## src/uart_pkg.sv

```systemverilog
// shared UART types; frames are fixed 8N1, and a bit time may not exceed 65535 clocks
`default_nettype none

package uart_pkg;

	// ----------------------------------------
	// data path types
	// ----------------------------------------

	// one byte on the host and FIFO side
	typedef logic [7:0] byte_t;

	// data bits per frame, sent LSB first
	localparam int DATA_BITS = 8;

	// index of the current data bit, 0 to DATA_BITS-1
	typedef logic [2:0] bit_cnt_t;

	// clocks elapsed inside one bit time
	typedef logic [15:0] baud_cnt_t;

	// ----------------------------------------
	// status and control
	// ----------------------------------------

	// one FIFO's level flags, all registered
	// half_full is set at occupancy >= depth/2
	typedef struct packed {
		logic empty;
		logic half_full;
		logic full;
	} fifo_status_t;

	// frame walk, shared by serializer and deserializer
	// IDLE   line high, waiting
	// START  start bit (low)
	// DATA   eight data bits
	// STOP   stop bit (high)
	typedef enum logic [1:0] {
		IDLE,
		START,
		DATA,
		STOP
	} uart_state_t;

endpackage

`default_nettype wire

```

## src/uart_fifo.sv

```systemverilog
// show-ahead FIFO; FIFO_DEPTH must be a power of two of at least 4, and blocked accesses are lost
`timescale 1ns/1ps
`default_nettype none

module uart_fifo import uart_pkg::*; #(
	parameter int unsigned FIFO_DEPTH = 16
) (
	input  wire          clk,
	input  wire          i_rst,
	input  wire          i_wr,
	input  wire byte_t   i_din,
	input  wire          i_rd,
	output byte_t        o_dout,
	output fifo_status_t o_status
);

	// ----------------------------------------
	// sizing
	// ----------------------------------------

	// address bits, pointers carry one extra wrap bit
	localparam int unsigned AW = $clog2(FIFO_DEPTH);

	// pointer and occupancy width, holds 0..FIFO_DEPTH
	typedef logic [AW:0] ptr_t;

	byte_t mem [FIFO_DEPTH];

	ptr_t wr_ptr;
	ptr_t rd_ptr;
	ptr_t count;
	ptr_t count_next;
	logic wr_en;
	logic rd_en;

	// ----------------------------------------
	// access qualification
	// ----------------------------------------

	// write while full and read while empty are dropped here
	assign wr_en = i_wr && !o_status.full;
	assign rd_en = i_rd && !o_status.empty;

	// occupancy after this edge, constant on rd+wr
	assign count_next = count + ptr_t'(wr_en) - ptr_t'(rd_en);

	// ----------------------------------------
	// storage
	// ----------------------------------------

	always_ff @(posedge clk) begin
		if (wr_en) begin
			mem[wr_ptr[AW-1:0]] <= i_din;
		end
	end

	// head word always on the output
	assign o_dout = mem[rd_ptr[AW-1:0]];

	// ----------------------------------------
	// pointers, count and flags
	// ----------------------------------------

	always_ff @(posedge clk) begin
		if (i_rst) begin
			wr_ptr   <= '0;
			rd_ptr   <= '0;
			count    <= '0;
			o_status <= '{empty: 1'b1, half_full: 1'b0, full: 1'b0};
		end else begin
			if (wr_en) begin
				wr_ptr <= wr_ptr + ptr_t'(1);
			end
			if (rd_en) begin
				rd_ptr <= rd_ptr + ptr_t'(1);
			end
			count <= count_next;
			// flags follow the new occupancy on the same edge
			o_status.empty     <= (count_next == '0);
			o_status.half_full <= (count_next >= ptr_t'(FIFO_DEPTH / 2));
			o_status.full      <= (count_next == ptr_t'(FIFO_DEPTH));
		end
	end

endmodule

`default_nettype wire

```

## src/uart_tx.sv

```systemverilog
// 8N1 serializer; clock/baud must give 2 to 65535 clocks per bit, remainder of the ratio is dropped
`timescale 1ns/1ps
`default_nettype none

module uart_tx import uart_pkg::*; #(
	parameter int unsigned UART_CLK_FREQ_KHZ = 50000,
	parameter int unsigned UART_BAUD_RATE    = 115200
) (
	input  wire               clk,
	input  wire               i_rst,
	input  wire byte_t        i_fifo_data,
	input  wire fifo_status_t i_fifo_status,
	output logic              o_fifo_rd,
	output logic              o_uart_tx_ser
);

	// ----------------------------------------
	// bit timing
	// ----------------------------------------

	localparam int unsigned CLKS_PER_BIT = (UART_CLK_FREQ_KHZ * 1000) / UART_BAUD_RATE;
	localparam baud_cnt_t   BIT_LAST     = baud_cnt_t'(CLKS_PER_BIT - 1);
	localparam bit_cnt_t    DATA_LAST    = bit_cnt_t'(DATA_BITS - 1);

	uart_state_t state;
	baud_cnt_t   baud_cnt;
	bit_cnt_t    bit_cnt;
	byte_t       shift;
	logic        bit_done;
	logic        pop;

	assign bit_done = (baud_cnt == BIT_LAST);

	// pop head byte as soon as idle and data waits
	assign pop       = (state == IDLE) && !i_fifo_status.empty;
	assign o_fifo_rd = pop;

	// ----------------------------------------
	// data shift register
	// ----------------------------------------

	always_ff @(posedge clk) begin
		if (pop) begin
			shift <= i_fifo_data;
		end else if (state == DATA && bit_done) begin
			shift <= shift >> 1;
		end
	end

	// ----------------------------------------
	// frame FSM, line output registered
	// ----------------------------------------

	always_ff @(posedge clk) begin
		if (i_rst) begin
			state         <= IDLE;
			baud_cnt      <= '0;
			bit_cnt       <= '0;
			o_uart_tx_ser <= 1'b1;
		end else begin
			// counter restarts at every bit boundary
			if (state == IDLE || bit_done) begin
				baud_cnt <= '0;
			end else begin
				baud_cnt <= baud_cnt + baud_cnt_t'(1);
			end
			case (state)
				IDLE: begin
					o_uart_tx_ser <= 1'b1;
					if (pop) begin
						state         <= START;
						o_uart_tx_ser <= 1'b0;
					end
				end
				START: begin
					if (bit_done) begin
						state         <= DATA;
						bit_cnt       <= '0;
						o_uart_tx_ser <= shift[0];
					end
				end
				DATA: begin
					if (bit_done) begin
						if (bit_cnt == DATA_LAST) begin
							state         <= STOP;
							o_uart_tx_ser <= 1'b1;
						end else begin
							bit_cnt       <= bit_cnt + bit_cnt_t'(1);
							// next bit, before the shift lands
							o_uart_tx_ser <= shift[1];
						end
					end
				end
				STOP: begin
					if (bit_done) begin
						state <= IDLE;
					end
				end
				default: state <= IDLE;
			endcase
		end
	end

endmodule

`default_nettype wire

```

## src/uart_rx.sv

```systemverilog
// 8N1 deserializer; needs 2 to 65535 clocks per bit, bad frames and frames hitting a full FIFO vanish
`timescale 1ns/1ps
`default_nettype none

module uart_rx import uart_pkg::*; #(
	parameter int unsigned UART_CLK_FREQ_KHZ = 50000,
	parameter int unsigned UART_BAUD_RATE    = 115200
) (
	input  wire               clk,
	input  wire               i_rst,
	input  wire               i_uart_rx_ser,
	input  wire fifo_status_t i_fifo_status,
	output logic              o_fifo_wr,
	output byte_t             o_fifo_data
);

	// ----------------------------------------
	// bit timing
	// ----------------------------------------

	localparam int unsigned CLKS_PER_BIT = (UART_CLK_FREQ_KHZ * 1000) / UART_BAUD_RATE;
	localparam baud_cnt_t   BIT_LAST     = baud_cnt_t'(CLKS_PER_BIT - 1);
	// start bit is re-checked at its middle
	localparam baud_cnt_t   HALF_LAST    = baud_cnt_t'(CLKS_PER_BIT / 2 - 1);
	localparam bit_cnt_t    DATA_LAST    = bit_cnt_t'(DATA_BITS - 1);

	uart_state_t state;
	baud_cnt_t   baud_cnt;
	bit_cnt_t    bit_cnt;
	byte_t       shift;
	logic        rx_meta;
	logic        rx_sync;
	logic        rx_prev;
	logic        fall;
	logic        bit_done;
	logic        half_done;
	logic        cnt_clr;

	// ----------------------------------------
	// input synchronizer and edge detect
	// ----------------------------------------

	// two flops, then one more for the edge
	always_ff @(posedge clk) begin
		if (i_rst) begin
			rx_meta <= 1'b1;
			rx_sync <= 1'b1;
			rx_prev <= 1'b1;
		end else begin
			rx_meta <= i_uart_rx_ser;
			rx_sync <= rx_meta;
			rx_prev <= rx_sync;
		end
	end

	assign fall = rx_prev && !rx_sync;

	assign bit_done  = (baud_cnt == BIT_LAST);
	assign half_done = (baud_cnt == HALF_LAST);

	// start state runs on the half bit, the rest on full bits
	assign cnt_clr = (state == IDLE) || ((state == START) ? half_done : bit_done);

	// ----------------------------------------
	// data capture at bit centers
	// ----------------------------------------

	always_ff @(posedge clk) begin
		if (state == DATA && bit_done) begin
			shift <= {rx_sync, shift[7:1]};
		end
	end

	assign o_fifo_data = shift;

	// ----------------------------------------
	// frame FSM
	// ----------------------------------------

	always_ff @(posedge clk) begin
		if (i_rst) begin
			state     <= IDLE;
			baud_cnt  <= '0;
			bit_cnt   <= '0;
			o_fifo_wr <= 1'b0;
		end else begin
			o_fifo_wr <= 1'b0;
			if (cnt_clr) begin
				baud_cnt <= '0;
			end else begin
				baud_cnt <= baud_cnt + baud_cnt_t'(1);
			end
			case (state)
				IDLE: begin
					if (fall) begin
						state <= START;
					end
				end
				START: begin
					// line high again at mid start means a glitch
					if (half_done) begin
						state   <= rx_sync ? IDLE : DATA;
						bit_cnt <= '0;
					end
				end
				DATA: begin
					if (bit_done) begin
						if (bit_cnt == DATA_LAST) begin
							state <= STOP;
						end else begin
							bit_cnt <= bit_cnt + bit_cnt_t'(1);
						end
					end
				end
				STOP: begin
					if (bit_done) begin
						state <= IDLE;
						// good stop bit and room left, else drop
						o_fifo_wr <= rx_sync && !i_fifo_status.full;
					end
				end
				default: state <= IDLE;
			endcase
		end
	end

endmodule

`default_nettype wire

```

## src/uart_tx_rx.sv

```systemverilog
// UART transceiver top; fixed 8N1, no parity, no flow control, no error outputs, baud set at build
`timescale 1ns/1ps
`default_nettype none

module uart_tx_rx import uart_pkg::*; #(
	parameter int unsigned UART_CLK_FREQ_KHZ = 50000,
	parameter int unsigned UART_BAUD_RATE    = 115200,
	parameter int unsigned FIFO_DEPTH        = 16
) (
	input  wire        clk,
	input  wire        i_rst,
	// host transmit side
	input  wire        i_tx_fifo_wr,
	input  wire byte_t i_tx_fifo_din,
	output logic       o_tx_fifo_full,
	output logic       o_tx_fifo_half_full,
	// serial lines
	output logic       o_uart_tx_ser,
	input  wire        i_uart_rx_ser,
	// host receive side
	input  wire        i_rx_fifo_rd,
	output logic       o_rx_fifo_empty,
	output logic       o_rx_fifo_full,
	output logic       o_rx_fifo_half_full,
	output byte_t      o_rx_fifo_dout
);

	// ----------------------------------------
	// transmit path
	// ----------------------------------------

	fifo_status_t tx_status;
	byte_t        tx_fifo_data;
	logic         tx_fifo_rd;

	uart_fifo #(
		.FIFO_DEPTH (FIFO_DEPTH)
	) tx_fifo_inst (
		.clk      (clk),
		.i_rst    (i_rst),
		.i_wr     (i_tx_fifo_wr),
		.i_din    (i_tx_fifo_din),
		.i_rd     (tx_fifo_rd),
		.o_dout   (tx_fifo_data),
		.o_status (tx_status)
	);

	uart_tx #(
		.UART_CLK_FREQ_KHZ (UART_CLK_FREQ_KHZ),
		.UART_BAUD_RATE    (UART_BAUD_RATE)
	) uart_tx_inst (
		.clk           (clk),
		.i_rst         (i_rst),
		.i_fifo_data   (tx_fifo_data),
		.i_fifo_status (tx_status),
		.o_fifo_rd     (tx_fifo_rd),
		.o_uart_tx_ser (o_uart_tx_ser)
	);

	// ----------------------------------------
	// receive path
	// ----------------------------------------

	fifo_status_t rx_status;
	byte_t        rx_fifo_data;
	logic         rx_fifo_wr;

	uart_rx #(
		.UART_CLK_FREQ_KHZ (UART_CLK_FREQ_KHZ),
		.UART_BAUD_RATE    (UART_BAUD_RATE)
	) uart_rx_inst (
		.clk           (clk),
		.i_rst         (i_rst),
		.i_uart_rx_ser (i_uart_rx_ser),
		.i_fifo_status (rx_status),
		.o_fifo_wr     (rx_fifo_wr),
		.o_fifo_data   (rx_fifo_data)
	);

	uart_fifo #(
		.FIFO_DEPTH (FIFO_DEPTH)
	) rx_fifo_inst (
		.clk      (clk),
		.i_rst    (i_rst),
		.i_wr     (rx_fifo_wr),
		.i_din    (rx_fifo_data),
		.i_rd     (i_rx_fifo_rd),
		.o_dout   (o_rx_fifo_dout),
		.o_status (rx_status)
	);

	// status fields out to the host flag pins
	assign o_tx_fifo_full      = tx_status.full;
	assign o_tx_fifo_half_full = tx_status.half_full;
	assign o_rx_fifo_empty     = rx_status.empty;
	assign o_rx_fifo_full      = rx_status.full;
	assign o_rx_fifo_half_full = rx_status.half_full;

endmodule

`default_nettype wire

```

## config.mk

```make
export PLATFORM = sky130hd
export DESIGN_NAME = uart_tx_rx
export DESIGN_NICKNAME = d
export VERILOG_FILES = /design/src/uart_pkg.sv /design/src/uart_fifo.sv /design/src/uart_tx.sv /design/src/uart_rx.sv /design/src/uart_tx_rx.sv
export SDC_FILE = /design/constraint.sdc
export NUM_CORES = 1
export LEC_CHECK = 0
export CORE_MARGIN = 10
export CORE_UTILIZATION = 45
export CTS_CLUSTER_DIAMETER = 100
export CTS_CLUSTER_SIZE = 30
export DETAILED_ROUTE_END_ITERATION = 10
export DONT_BUFFER_PORTS = 1
export GPL_TIMING_DRIVEN = 1
export HOLD_SLACK_MARGIN = 0.15
export SYNTH_ARGS = -nofsm -noshare
export SYNTH_HDL_FRONTEND = slang
export SYNTH_SLANG_ARGS = --single-unit
```

## constraint.sdc

```tcl
create_clock -name clk -period 3.6 [get_ports clk]
set_input_delay 0 -clock clk [delete_from_list [all_inputs] [get_ports clk]]
set_output_delay 0 -clock clk [all_outputs]
set_load 0.02 [all_outputs]
```

* After elaboration in Yosys (flattened, before gate mapping) *
Memories as Yosys holds them, arrays and structs flattened. A register that Yosys moved wholly into a read port is not among the register bits.
Cells that the tools add are included.

storage, ports and cells
  memories = 2
  output and inout port bits = 14
  logic and storage cells = 137
  memory bits (writable) = 256
  register bits = 99
  input port bits = 13

memory list
  name              depth  width  read ports  clocked after Yosys merged registers in  wr ports  line             text
  rx_fifo_inst.mem  16     8      1           1                                        1         uart_fifo.sv:27  byte_t mem [FIFO_DEPTH];
  tx_fifo_inst.mem  16     8      1           1                                        1         uart_fifo.sv:27

operators by class
  bitwise gates (word level) = 2
  muxes and demuxes = 37
  equality and inequality tests = 25
  add/sub/neg operators = 12
  reduce and logical (&&, ||, !) cells = 32
  $lt $le $gt $ge = 2

operators with widths
  operator                                                                             count
  16-bit by 1-bit adder with 16-bit output, second input constant                      2
  16-bit by 9-bit == test with 1-bit output, second input constant                     2
  2-bit 2-to-1 mux                                                                     11
  5-bit by 1-bit adder with 5-bit output, second input constant                        4
  3-bit 2-to-1 mux                                                                     6
  16-bit by 8-bit == test with 1-bit output, second input constant                     1
  4-bit 2-to-1 mux                                                                     4
  8-bit 2-to-1 mux                                                                     2
  2-bit one-hot mux with 4 select lines                                                2
  2-bit by 1-bit != test with 1-bit output, second input constant                      7
  3-bit one-hot mux with 2 select lines                                                2
  5-bit by 1-bit adder with 5-bit output                                               2
  5-bit == test, second input constant                                                 2
  5-bit by 4-bit greater-or-equal comparator with 1-bit output, second input constant  2
  5-bit zero test                                                                      2
  2-bit != test, second input constant                                                 5
  5-bit AND reduction                                                                  2
  5-bit by 1-bit subtractor with 5-bit output                                          2
  1-bit logical AND                                                                    9
  1-bit 2-to-1 mux                                                                     9
  2-bit == test, second input constant                                                 4
  4-bit AND reduction                                                                  2
  3-bit by 1-bit adder with 3-bit output, second input constant                        2
  3-bit == test, second input constant                                                 2
  other kinds (11)                                                                     22

* Longest topological paths before layout *
  word-level depth = 5
  depth in mapped cells = 16
  gate-level depth less buffers = 15

* Cells and area by module *
Synthesis repeated with hierarchy kept, for this count alone.

unflattened totals
  cells, all modules = 869
  area, all modules = 14,761.7 µm²

by module, submodules not included
  module     cells each  area each (µm²)  instances  sequential area each (µm²)
  uart_fifo  287         5,865.6          2          4,244.1
  uart_rx    146         1,540.2          1          740.7
  uart_tx    149         1,490.2          1          680.7

* Worst setup path after synthesis *
No wires, ideal clock.

  kind = register to register
  from = reg uart_tx_inst.state[0]
  to = reg tx_fifo_inst.o_status[0] (netlist name)
  period minus slack after synthesis = 2,753 ps
  path buffers = 1
  required time = 3,485 ps
  library setup time = 115 ps
  stages on the path, launching flop included = 17
  slack = 847 ps
  arrival = 2,638 ps
  cell sequence = dfxtp_1 > inv_1 > ha_1 > nand2b_1 > buf_2 > clkinv_1 > ha_1 > inv_1 > ha_1 > inv_1 > fa_1 > nor2b_1 > o21a_1 > or3_1 > nand3_1 > inv_1 > and2_1

on the way
  longest elaborated chain between the ends = 5

ends and longest elaborated chain
  element                                      line             text
  start, declared                              uart_tx.sv:25    uart_state_t state;
  start signal, assigned                       uart_tx.sv:56    state <= IDLE;
  start signal, assigned                       uart_tx.sv:71    state <= START;
  start signal, assigned                       uart_tx.sv:77    state <= DATA;
  2-bit zero test                              uart_tx.sv:35    assign pop = (state == IDLE) && !i_fifo_status.empty;
  1-bit logical AND                            uart_tx.sv:35
  1-bit logical AND                            uart_fifo.sv:42  assign rd_en = i_rd && !o_status.empty;
  named net tx_fifo_inst.rd_en                 uart_fifo.sv:34  logic rd_en;
  5-bit by 1-bit subtractor with 5-bit output  uart_fifo.sv:45  assign count_next = count + ptr_t'(wr_en) - ptr_t'(rd_en);
  5-bit == test                                uart_fifo.sv:81  o_status.full <= (count_next == ptr_t'(FIFO_DEPTH));
  end signal, assigned                         uart_fifo.sv:69  o_status <= '{empty: 1'b1, half_full: 1'b0, full: 1'b0};
  end, declared                                uart_fifo.sv:14  output fifo_status_t o_status

The timed path passes the listed nets, and every way through them passes these cells.
A chain may end at the register's enable or synchronous reset.

* Worst setup path after layout *
Ends and elaborated chain as after synthesis.

==> results by group <==
Run status
  – Run status: finished, final reports clean

Routing
  – Drt drc: 0
  – Wire length on met3: 726 um
  – Met2 routed WL: 12.6 mm
  – Final wirelength: 25.2 mm
  – DRT Pass-1 Iters: 4
  – DRT iter0 DRCs: 349
  – Via count: 6910
  – Top Metal Used: met5
  – Remaining antenna violation count: 0
  – Vias per std cell: 5.27
  – Routed len/inst: 19.2 um
  – Metal-1 WL: 11.5 mm

CTS
  – Gates resized, CTS repair: 0
  – Hold buffers post-CTS: 15
  – CTS tree: done
  – Clk buf depth: 3
  – Postcts setup bufs: 0
  – Clk sink count: 359
  – H-tree Lvls: 1
  – TritonCTS buffer count: 16
  – Root buf cell: clkbuf_16
  – Worst-skew pair later-pin latency: 0.51 ns
  – Clock-pin slew on the worst setup and hold paths: 0.11 ns

Yosys
  – Synthesized Nets: 932
  – Post-synthesis xor/xnor area fraction: 2.90%
  – Main combinational cell family by area after synthesis: multiplexers
  – Post-Syn Area: 14500 sq um
  – Syn_area_per_cell: 16.4 sq um
  – Ys Warns: 0
  – Register bit total from synthesis: 359
  – Seq/Total Area, Yosys: 68.4%
  – Post-synthesis cell count: 883
  – Simple logic cell fraction of the synthesized area: 8.04%
  – Compound-cell area share of the yosys netlist: 1.87%
  – Synth Area in Adders: 3.21%
  – Async S/R FF share, synth: 0%
  – Main synth FF type: edfxtp_1
  – Post-synthesis mux area share: 13.3%
  – Yosys cell types: 47
  – EDFF count, synth: 272

Cells and area
  – Layout cell share with drive strength beyond 1: 11.1%
  – Final net count: 946
  – Area growth syn-to-layout: 7.54%
  – Seq. cell area: 9910 sq um
  – Most common cell after layout, fill and taps aside: edfxtp_1
  – Commonest cells after routing, fill and taps aside: 272 x edfxtp_1, 94 x nor2_1, 85 x dfxtp_1
  – Filler cells: 2606
  – Core Util, Final: 49.3%
  – Area taken by multi-input logic gates: 4250 sq um

Worst setup path
  – Crit path arrival time: 3.33 ns
  – R2r endpoint: tx_fifo_inst.o_status[0]
  – R2R Setup Slk: 0.67 ns
  – Crit path max fanout: 7
  – FF-to-FF path depth: 15
  – Setup CP Type: flip-flop to flip-flop
  – Startpoint Class: flip-flop
  – R2R Path Start: uart_tx_inst.state[0]
  – Critical path required time: 4.00 ns
  – Crit end category: flip-flop

GRT
  – Global route total overflow: 0
  – First-pass GRT wire length: 40.7 mm
  – Pin count of the biggest net entering global routing: 39
  – Total Routing Usage GR: 13.0%
  – Vias in the first global route: 7131
  – Antenna violations before repair: 2

Pwr
  – Clock Power Share: 25.0%
  – Sw Pwr: 2.32 mW
  – Static leakage: 5.03 nW
  – Pwr Density: 567 nW/um^2
  – Comb pwr share: 19.5%
  – Sequential share of power: 55.5%
  – Max VDD drop: 598 uV
  – Int Pwr: 6.51 mW
  – Sw Share: 26.2%

Timing
  – Max-slew violations: 0
  – Final count of negative-setup-slack endpoints: 0
  – Worst rel slew slack: 37.6%
  – Final cycle utilization of the critical path: 81.4%
  – Setup_tns: 0 ns
  – Max Fclk: 341 MHz
  – Crit path time final: 2.93 ns
  – Worst slew pin tran: 0.935 ns
  – Fin. Hold Viols: 0
  – Unrepaired setup endpoints after global routing: no
  – Setup Skew: 0.0190 ns

Floorplanning
  – I/O pins: 27
  – Rows: 65
  – Die W: 199 um
  – Die area: 39800 sq um
  – Initial core utilization: 45.8%
  – Core area: 31600 sq um
  – Die H: 199 um

Place
  – Detailed placer's ending HPWL: 16.7 mm
  – Port bufs: 0
  – Routability cong.: 0.756

Min path
  – Hold path depth: 3
  – Hold Path Origin: i_rst
  – Hold Path Class: primary input to flip-flop

Run
  – # Max-Cap Violations: 0
cell families after synthesis:
logic type                 after synthesis
AOI/OAI and AO/OA                       46
buffers and inverters                   66
adders and majority gates               36
muxes                                   92
DFF                                    359
and+or+nand+nor                        236
xor gates and xnor gates                48
cell usage after synthesis (7+ instances only):
cell,number,area share (%)
ha_1,34,2.9
nor3_1,20,0.69
mux4_2,49,7.6
nor2_1,94,2.4
xor2_1,26,1.6
a21oi_1,20,0.69
xnor2_1,22,1.3
nand3_1,11,0.38
o21ai_0,10,0.35
edfxtp_1,272,56
inv_1,29,0.75
buf_2,8,0.28
mux4_1,24,4.4
mux2i_1,19,1.3
nand4_1,9,0.39
nand2b_1,12,0.52
nand2_1,39,1.0
buf_1,7,0.18
dfxtp_1,87,12
clkbuf_1,13,0.34
and2_1,8,0.35
nor2b_1,8,0.35
per-layer routing:
layer  up-vias  track usage (%)
met3        30             1.95
met5         -                0
li1       3339                -
met1      3459             16.9
met4         2             2.50
met2        80             22.8
power by group through the flow:
stage	clock, mW	combinational [mW]	sequential, mW
after detailed placement	0	1.71	5.01
after global placement	0	1.69	5.01
after global routing	2.41	1.92	4.95
after floorplan	0	1.47	4.89
final	2.21	1.72	4.90
after CTS	2.28	1.76	4.92
registers in the layout, summed over array words and instances (netlist names), 4 cells and up, named ones only:
register	count
rx_fifo_inst.wr_ptr	4
uart_tx_inst.baud_cnt	16
tx_fifo_inst.wr_ptr	4
uart_rx_inst.baud_cnt	16
rx_fifo_inst.count	5
tx_fifo_inst.rd_ptr	4
uart_tx_inst.shift	8
rx_fifo_inst.rd_ptr	4
uart_rx_inst.o_fifo_data	8
tx_fifo_inst.mem	128
rx_fifo_inst.mem	128
tx_fifo_inst.count	5
area by class of cell:
type,instances,share of cell area [%]
well taps,402,3.23
diodes,1,0.0161
clock buffers,26,3.15
multi-input cells,458,27.2
flip-flops and latches,359,63.6
clock inverters,2,0.185
inverters,30,0.723
repair buffers,32,1.85
worst max-delay path by stage:
stage | start | endpoint | slack, ns | depth (start not counted)
floorplan | uart_tx_inst.state[0] | tx_fifo_inst.o_status[0] | 0.85 | 16
global placement | uart_tx_inst.state[0] | tx_fifo_inst.o_status[0] | 0.74 | 15
detailed placement | uart_tx_inst.state[0] | tx_fifo_inst.o_status[0] | 0.65 | 15
CTS | uart_tx_inst.state[0] | tx_fifo_inst.o_status[0] | 0.63 | 15
global route | uart_tx_inst.state[1] | tx_fifo_inst.o_status[0] | 0.44 | 15
finish | uart_tx_inst.state[0] | tx_fifo_inst.o_status[0] | 0.67 | 15
critical path, stage by stage (launching register included):
cell and delay [ns]:
dfxtp_1 0.39, inv_1 0.10, ha_1 0.25, nand2b_1 0.11, clkinv_1 0.25, ha_1 0.37
inv_1 0.04, ha_1 0.18, inv_1 0.07, fa_1 0.20, nor2b_1 0.05, o21a_1 0.18
or3_1 0.34, nand3_1 0.12, inv_1 0.06, and2_1 0.13
through the flow:
step	area [sq um]	power (mW)	hold WS (ns)	setup slack (ns)	instances
after floorplan	14500	6.36	0.0989	0.847	883
after global placement	14900	6.69	0.0779	0.742	1266
after detailed placement	14900	6.72	0.0772	0.654	1266
after CTS	15600	8.96	0.391	0.634	1309
after global routing	15600	9.27	0.398	0.437	1310
final	15600	8.83	0.391	0.670	1310
(Power assumes the default switching activity.)
